`src/include/br_params.svh`:
```
`ifndef BR_PARAMS_SVH
`define BR_PARAMS_SVH

// branch decode codes, as they leave the decoder
`define BR_NONE     4'd0        // not a branch
`define BR_BEQ      4'd1
`define BR_BNE      4'd2
`define BR_BLT      4'd3        // signed
`define BR_BGE      4'd4        // signed
`define BR_BLTU     4'd5
`define BR_BGEU     4'd6
`define BR_B        4'd7        // unconditional, pc relative
`define BR_BL       4'd8        // call, pc relative
`define BR_JIRL     4'd9        // register indirect

// predictor class codes
`define PD_NONE     2'd0
`define PD_COND     2'd1
`define PD_CALL     2'd2
`define PD_RET      2'd3        // return or other indirect

`define UPD_CREDITS 4           // depth of the predictor update queue
`define CREDIT_W    3           // wide enough to hold UPD_CREDITS
`define INSN_BYTES  4           // fixed length encoding

`endif

```
`src/source/br_pkg.sv`:
```
package br_pkg;

    typedef logic [31:0] pc_t;      // instruction address
    typedef logic [31:0] word_t;    // operand or immediate
    typedef logic [3:0]  br_type_t; // decode branch code
    typedef logic [1:0]  pd_type_t; // predictor class

    // one execute slot as seen by the branch unit
    typedef struct packed {
        pc_t      pc;
        word_t    rj;               // first source operand
        word_t    rd;               // second source operand
        word_t    imm;              // sign extended offset
        br_type_t br_type;
        logic     pd_taken;         // front end guessed taken
        pd_type_t pd_type;
    } br_slot_t;

    typedef struct packed {
        logic valid;
        logic from_a;               // fix came from the older slot
        pc_t  target;               // where fetch restarts
    } redirect_t;

    typedef struct packed {
        logic     valid;
        pc_t      pc;               // pc of the trained branch
        pd_type_t pd_type;
        pc_t      target;           // computed target, not the fix target
        logic     taken;            // actual direction
    } bp_update_t;

    typedef enum logic [1:0] {
        IDLE,                       // redirects pass
        HOLD,                       // stalled after a redirect
        RELEASE                     // first cycle after the stall
    } guard_state_t;

endpackage

```
`src/source/br_resolve.sv`:
```
`timescale 1ns/100ps
`include "br_params.svh"

module br_resolve (
    input  br_pkg::br_slot_t   slot_a,
    input  br_pkg::br_slot_t   slot_b,
    input  logic               taken_a,
    input  logic               taken_b,
    input  br_pkg::pc_t        target_a,
    input  br_pkg::pc_t        target_b,
    input  logic               suppress,     // stall guard active
    input  logic               credit_ok,    // update channel has room
    output br_pkg::redirect_t  raw_redirect, // before the stall guard
    output br_pkg::redirect_t  redirect,
    output br_pkg::bp_update_t bp_update,
    output logic               consume       // update sent this cycle
);

    logic               fix_a;               // slot a mispredicted
    logic               fix_b;
    br_pkg::pc_t        fix_tgt_a;           // restart address for slot a
    br_pkg::pc_t        fix_tgt_b;
    logic               upd_from_a;          // slot a trains the predictor
    logic               has_pd_b;
    br_pkg::bp_update_t raw_update;

    // mispredict when the guessed direction is wrong
    assign fix_a = (slot_a.br_type != `BR_NONE) & (slot_a.pd_taken ^ taken_a);
    assign fix_b = (slot_b.br_type != `BR_NONE) & (slot_b.pd_taken ^ taken_b);

    // taken goes to the target, not taken falls through
    assign fix_tgt_a = taken_a ? target_a : slot_a.pc + 32'(`INSN_BYTES);
    assign fix_tgt_b = taken_b ? target_b : slot_b.pc + 32'(`INSN_BYTES);

    // older slot wins
    always_comb begin
        raw_redirect.valid  = fix_a | fix_b;
        raw_redirect.from_a = fix_a;
        raw_redirect.target = fix_a ? fix_tgt_a : fix_tgt_b;
    end

    assign upd_from_a = (slot_a.pd_type != `PD_NONE);
    assign has_pd_b   = (slot_b.pd_type != `PD_NONE);

    // a predicted branch in slot a trains, else slot b if it has one
    always_comb begin
        raw_update.valid   = upd_from_a | has_pd_b;
        raw_update.pc      = upd_from_a ? slot_a.pc       : slot_b.pc;
        raw_update.pd_type = upd_from_a ? slot_a.pd_type  : slot_b.pd_type;
        raw_update.target  = upd_from_a ? target_a        : target_b;
        raw_update.taken   = upd_from_a ? taken_a         : taken_b;
    end

    // guard blocks repeats; stalls alone do not gate here
    always_comb begin
        redirect       = raw_redirect;
        redirect.valid = raw_redirect.valid & ~suppress;
    end

    // training is a hint, dropped when no credit
    assign consume = raw_update.valid & ~suppress & credit_ok;

    always_comb begin
        bp_update       = raw_update;
        bp_update.valid = consume;
    end

endmodule

```
`src/source/br_unit_top.sv`:
```
`timescale 1ns/100ps

module br_unit_top (
    input  logic               clk,
    input  logic               rst_n,
    input  br_pkg::br_slot_t   slot_a,       // older slot
    input  br_pkg::br_slot_t   slot_b,
    input  logic               stall_mem,
    input  logic               stall_div,
    input  logic               upd_credit,   // credit return pulse
    output br_pkg::redirect_t  redirect,
    output br_pkg::bp_update_t bp_update
);

    logic              taken_a;
    logic              taken_b;
    br_pkg::pc_t       target_a;
    br_pkg::pc_t       target_b;
    br_pkg::redirect_t raw_redirect;
    logic              suppress;
    logic              credit_ok;
    logic              consume;

    branch_eval u_eval_a (
        .slot   (slot_a),
        .taken  (taken_a),
        .target (target_a)
    );

    branch_eval u_eval_b (
        .slot   (slot_b),
        .taken  (taken_b),
        .target (target_b)
    );

    br_resolve u_resolve (
        .slot_a       (slot_a),
        .slot_b       (slot_b),
        .taken_a      (taken_a),
        .taken_b      (taken_b),
        .target_a     (target_a),
        .target_b     (target_b),
        .suppress     (suppress),
        .credit_ok    (credit_ok),
        .raw_redirect (raw_redirect),
        .redirect     (redirect),
        .bp_update    (bp_update),
        .consume      (consume)
    );

    stall_guard_fsm u_guard (
        .clk       (clk),
        .rst_n     (rst_n),
        .raw_br    (raw_redirect.valid),
        .stall_mem (stall_mem),
        .stall_div (stall_div),
        .suppress  (suppress)
    );

    upd_credit_counter u_credit (
        .clk        (clk),
        .rst_n      (rst_n),
        .credit_ret (upd_credit),
        .consume    (consume),
        .credit_ok  (credit_ok)
    );

endmodule

```
`src/source/branch_eval.sv`:
```
`timescale 1ns/100ps
`include "br_params.svh"

module branch_eval (
    input  br_pkg::br_slot_t slot,
    output logic             taken,
    output br_pkg::pc_t      target
);

    br_pkg::word_t base;            // target base, pc or rj
    logic          eq;              // rj == rd
    logic          lt_s;            // rj < rd signed
    logic          lt_u;            // rj < rd unsigned
    logic          is_jirl;

    assign eq      = (slot.rj == slot.rd);
    assign lt_s    = ($signed(slot.rj) < $signed(slot.rd));
    assign lt_u    = (slot.rj < slot.rd);
    assign is_jirl = (slot.br_type == `BR_JIRL);

    // direction from the branch code
    always_comb begin
        case (slot.br_type)
            `BR_BEQ:  taken = eq;
            `BR_BNE:  taken = ~eq;
            `BR_BLT:  taken = lt_s;
            `BR_BGE:  taken = ~lt_s;
            `BR_BLTU: taken = lt_u;
            `BR_BGEU: taken = ~lt_u;
            `BR_B,
            `BR_BL,
            `BR_JIRL: taken = 1'b1;     // always jump
            default:  taken = 1'b0;     // none or unknown code
        endcase
    end

    // only jirl is register based, everything else pc relative
    assign base   = is_jirl ? slot.rj : slot.pc;
    assign target = base + slot.imm;    // wraps, no overflow check

endmodule

```
`src/source/stall_guard_fsm.sv`:
```
`timescale 1ns/100ps

module stall_guard_fsm (
    input  logic clk,
    input  logic rst_n,
    input  logic raw_br,        // unguarded redirect request
    input  logic stall_mem,
    input  logic stall_div,
    output logic suppress
);

    br_pkg::guard_state_t state;
    br_pkg::guard_state_t state_nxt;
    logic                 stall;

    assign stall = stall_mem | stall_div;

    // branch stays in execute while stalled, block the repeats
    always_comb begin
        state_nxt = state;
        case (state)
            br_pkg::IDLE: begin
                if (raw_br && stall) begin
                    state_nxt = br_pkg::HOLD;    // first redirect already out
                end
            end
            br_pkg::HOLD: begin
                if (!stall) begin
                    state_nxt = br_pkg::RELEASE; // same branch still in ex
                end
            end
            br_pkg::RELEASE: begin
                state_nxt = br_pkg::IDLE;        // one cycle only
            end
            default: begin
                state_nxt = br_pkg::IDLE;
            end
        endcase
    end

    always_ff @(posedge clk or negedge rst_n) begin
        if (!rst_n) begin
            state <= br_pkg::IDLE;
        end else begin
            state <= state_nxt;
        end
    end

    assign suppress = (state != br_pkg::IDLE);   // hold and release

endmodule

```
`src/source/upd_credit_counter.sv`:
```
`timescale 1ns/100ps
`include "br_params.svh"

module upd_credit_counter (
    input  logic clk,
    input  logic rst_n,
    input  logic credit_ret,        // one credit back from the predictor
    input  logic consume,           // one update sent
    output logic credit_ok
);

    logic [`CREDIT_W-1:0] credit_cnt;
    logic                 inc;
    logic                 dec;

    // saturate at full, stray returns are ignored
    assign inc = credit_ret & (credit_cnt < `CREDIT_W'(`UPD_CREDITS));
    assign dec = consume & (credit_cnt != '0);

    always_ff @(posedge clk or negedge rst_n) begin
        if (!rst_n) begin
            credit_cnt <= `CREDIT_W'(`UPD_CREDITS);  // start full
        end else begin
            case ({inc, dec})
                2'b10:   credit_cnt <= credit_cnt + 1'b1;
                2'b01:   credit_cnt <= credit_cnt - 1'b1;
                default: credit_cnt <= credit_cnt;  // both or neither
            endcase
        end
    end

    assign credit_ok = (credit_cnt != '0);

endmodule
```
`config.mk`:
```
export PLATFORM = sky130hd
export DESIGN_NAME = br_unit_top
export DESIGN_NICKNAME = d
export VERILOG_FILES = /design/src/source/br_pkg.sv /design/src/source/br_resolve.sv /design/src/source/br_unit_top.sv /design/src/source/branch_eval.sv /design/src/source/stall_guard_fsm.sv /design/src/source/upd_credit_counter.sv
export VERILOG_INCLUDE_DIRS = /design/src /design/src/include
export SDC_FILE = /design/constraint.sdc
export NUM_CORES = 1
export LEC_CHECK = 0
export BUFFER_PORTS_ARGS = -buffer_cell sky130_fd_sc_hd__buf_2
export CAP_MARGIN = 15
export CORE_MARGIN = 1
export CORE_UTILIZATION = 40
export DETAILED_ROUTE_END_ITERATION = 16
export HOLD_SLACK_MARGIN = 0.02
export PLACE_DENSITY_LB_ADDON = 0.2
export REMOVE_ABC_BUFFERS = 1
export SYNTH_ARGS = -nofsm -noshare
export SYNTH_HDL_FRONTEND = slang
export SYNTH_SLANG_ARGS = --single-unit
export TNS_END_PERCENT = 30
```
`constraint.sdc`:
```
create_clock -name clk -period 4.6 [get_ports clk]
set_input_delay 0.46 -clock clk [delete_from_list [all_inputs] [get_ports clk]]
set_output_delay 0.46 -clock clk [all_outputs]
set_load 0.02 [all_outputs]
```
==> run metrics <==
Slew headroom 34.6%; area delta synth->final 35.8%; DRT iter0 DRCs 431; DRC 0; Compound-Gate Fraction of Synth Area between 20% and 30%; largest net degree at the start of global routing 40; vias in the first global route 9727; clk sinks 5; chip height 152 um; min cycle time layout 4.50 ns; R2R Setup Slk 2.54 ns; FF-to-FF End u_credit.credit_cnt[2]$_DFFE_PN1P_; H-tree levels 1; Synth top area share roughly 18%; combinational power share 90.5%; Starting Density 41.0%; Mapped Avg Cell Area 7.61 um2; Die X approximately 150 um; GRT overflow 0; first-pass GRT wire length 50800 um; NetSw 0.00126 W; dominant synthesized flop cell dfrtp_1; Post-Syn Instances 1179; Worst Setup Slack, final just under 0.1 ns; DP HPWL 29300 um; Largest delay share family, worst path compound AO/OA/AOI/OAI gates; gpl congestion 0.942; antenna diode count 0; Max Fclk around 220 MHz; mux cell area share after synthesis 22.7%; WP buf/inv 4; CP max FO 3; synthesized cell area approximately 9000 um2; # IOs 377; drt via density 5.48; Internal 0.00111 W; Critical Path Max Stage Delay roughly 0.36 ns; port bufs roughly 380; Fin. Hold Viols 0; sequential share of power 3.4%; RR Startpoint u_guard.state[1]$_DFFE_PN0P_; Post-Synth Adder-Cell Area roughly a fifth; Max Cap Viol 0; fillers 2156; fin crit share 97.9%; Util after Layout 55.6%; placed cell area between 10000 and 15000 um2; worst min-delay path class input port to asynchronous set/reset pin; switching share of power 53.3%; Worst-Margin Slew 0.978 ns; count of cell types in the netlist a little under 80; Antenna Nets Post-Route 0; Post-CTS Hold Buffers 0; CTS Root Cell clkbuf_16; WP data required 4.14 ns; initial antenna violation count 0; RSZ-0062 raised after global routing true; vias 10400; DIE AREA 23000 um2; status completed; Design Area, Final 12200 um2; crit-path cells buf_8, nand2_4, nor3_4, buf_6, mux2_4, ha_4, fa_2, a211oi_2, buf_4, o21bai_1, a21oi_2, nand2b_4, a21boi_2, o31a_1, o41ai_2, xnor2_1, mux2i_1, mux2i_1, buf_4; CTS tree yes; cell taking the most area after synthesis ha_1; Worst-path clk slew 0.03 ns; fin cells 1896; CP endpoint kind output port; pre-CTS WS -0.284 ns; worst hold margin 0.0439 ns; post-synthesis simple-gate area fraction 18.9%; fin. max-slew vios 0; final setup vio count 0; Yosys reg bits 5; largest family of logic cells by synthesized area multiplexers; row cnt 54; share of post-route cells with drive strength above 1 approximately 41%; nets@finish approximately 2000; WL per Instance 18.1 um; All-Layer GR Usage 28.2%; crit start category input port; Power Dens Cells 195 nW/um2; Critical Path Slowest Stage Cell fa_2; Post-synth EDFFs 0; Placed Instances approximately 1900; drt total wl 34300 um; cells taking the most area after synthesis ha_1 18%, mux2_2 15%, xnor2_1 7.0%; total leakage power 6.25 nW; cts bufs inserted 3; Clk pwr share 6.1%; XOR/XNOR Fraction of Synth Area 11.0%; DRT Pass-1 Iters 5; core area ~22000 um2; share of flip-flops with an asynchronous set or reset 100%; R2R cell count 9; clk_lat worst skew 0.23 ns; maximum buffer depth of the clock tree 2; Worst EP arrival ~4 ns; warning count from the yosys run 0; register area share after synthesis under 10%; Crit Path Class input port to output port; peak supply drop approximately 130 uV; Clock Skew a little under 0.0007 ns
==> cell usage in the layout, fill, tap and decap left out, drive strengths merged, types with 27 or more instances in the layout <==
master | netlist | layout
buf | 15 | 468
and3 | 27 | 27
mux2i | 62 | 62
mux2 | 125 | 125
a21oi | 78 | 78
nand3 | 37 | 37
nor2 | 88 | 88
xor2 | 41 | 41
nand2 | 72 | 72
ha | 129 | 129
inv | 88 | 88
o21ai | 61 | 61
xnor2 | 72 | 72
a21o | 38 | 38
==> metal layers <==
| metal | global-route usage, % | vias to the layer above | wire length [um] |
|---|---|---|---|
| li1 | - | 5235 | - |
| met1 | 39.0 | 4749 | 16400 |
| met2 | 45.9 | 345 | 15100 |
| met3 | 2.28 | 54 | 1730 |
| met4 | 8.91 | 0 | 1140 |
| met5 | 0 | - | 0 |
==> power by group through the flow <==
stage | combinational, W | sequential (W) | clock, W
after floorplan | 0.00128 | 0.0000761 | 0
after global placement | 0.00203 | 0.0000794 | 0
after detailed placement | 0.00205 | 0.0000799 | 0
after CTS | 0.00207 | 0.0000796 | 0.000146
after global routing | 0.00232 | 0.0000812 | 0.000149
final | 0.00215 | 0.0000797 | 0.000145
==> worst max-delay path by stage <==
stage / startpoint / to / slack [ns] / cells past startpoint
3_5_place_dp: slot_b[4] / redirect[28] / -0.28 / 18
6_report: slot_b[3] / redirect[12] / 0.1 / 19
5_1_grt: slot_b[3] / redirect[12] / -0.1 / 19
2_1_floorplan: slot_b[4] / redirect[28] / -1.91 / 14
3_3_place_gp: slot_b[4] / redirect[28] / -0.25 / 18
4_1_cts: slot_b[5] / redirect[28] / 0.006 / 18
==> stage by stage <==
stage | setup TNS (ns) | power (W)
after detailed placement | -1.69 | 0.00213
final | 0 | 0.00237
after global routing | -0.346 | 0.00255
after CTS | 0 | 0.00230
after global placement | -1.15 | 0.00211
after floorplan | -62.13 | 0.00136
==> synth_stat cells, types with 8 or more instances <==
cell type	count
a21o_1	38
o21bai_1	10
mux2i_1	62
nand2_1	72
xnor2_1	72
xor2_1	41
nand2b_1	11
and3_1	27
nand4_1	22
mux2_2	122
o21ai_2	8
and4_1	11
inv_1	88
o21a_1	12
nor2_1	87
and2_1	9
nand3_1	37
a211o_1	11
a21oi_1	78
nor3_1	17
ha_1	129
clkbuf_1	20
a211oi_1	17
o21ai_0	50
nor2b_1	10
==> cell families after synthesis <==
kind of cell	Yosys count
compound gates	286
xor+xnor	113
fa+ha+maj	132
buf+inv	124
flops	5
mux	187
simple gates	332
==> final cells by class <==
class	count	area (um2)	share of cell area (%)
inverters	89	339	2.78
flip-flops and latches	5	126	1.04
multi-input cells	1050	8610	70.7
repair buffers	468	2670	21.9
clock buffers	4	78.8	0.647
well taps	280	350	2.88
==> flip-flops by register name, summed over array words and instances, names as in the netlist <==
register,flops
u_credit.credit_cnt,3
u_guard.state,2
==> what timing repair did <==
action,in CTS,in global routing
endpoints found under the setup margin,16,31
pin swaps,2,25
buffers inserted,0,8
gates resized for setup,15,57
No activity file was read; power rests on OpenSTA's default activity.
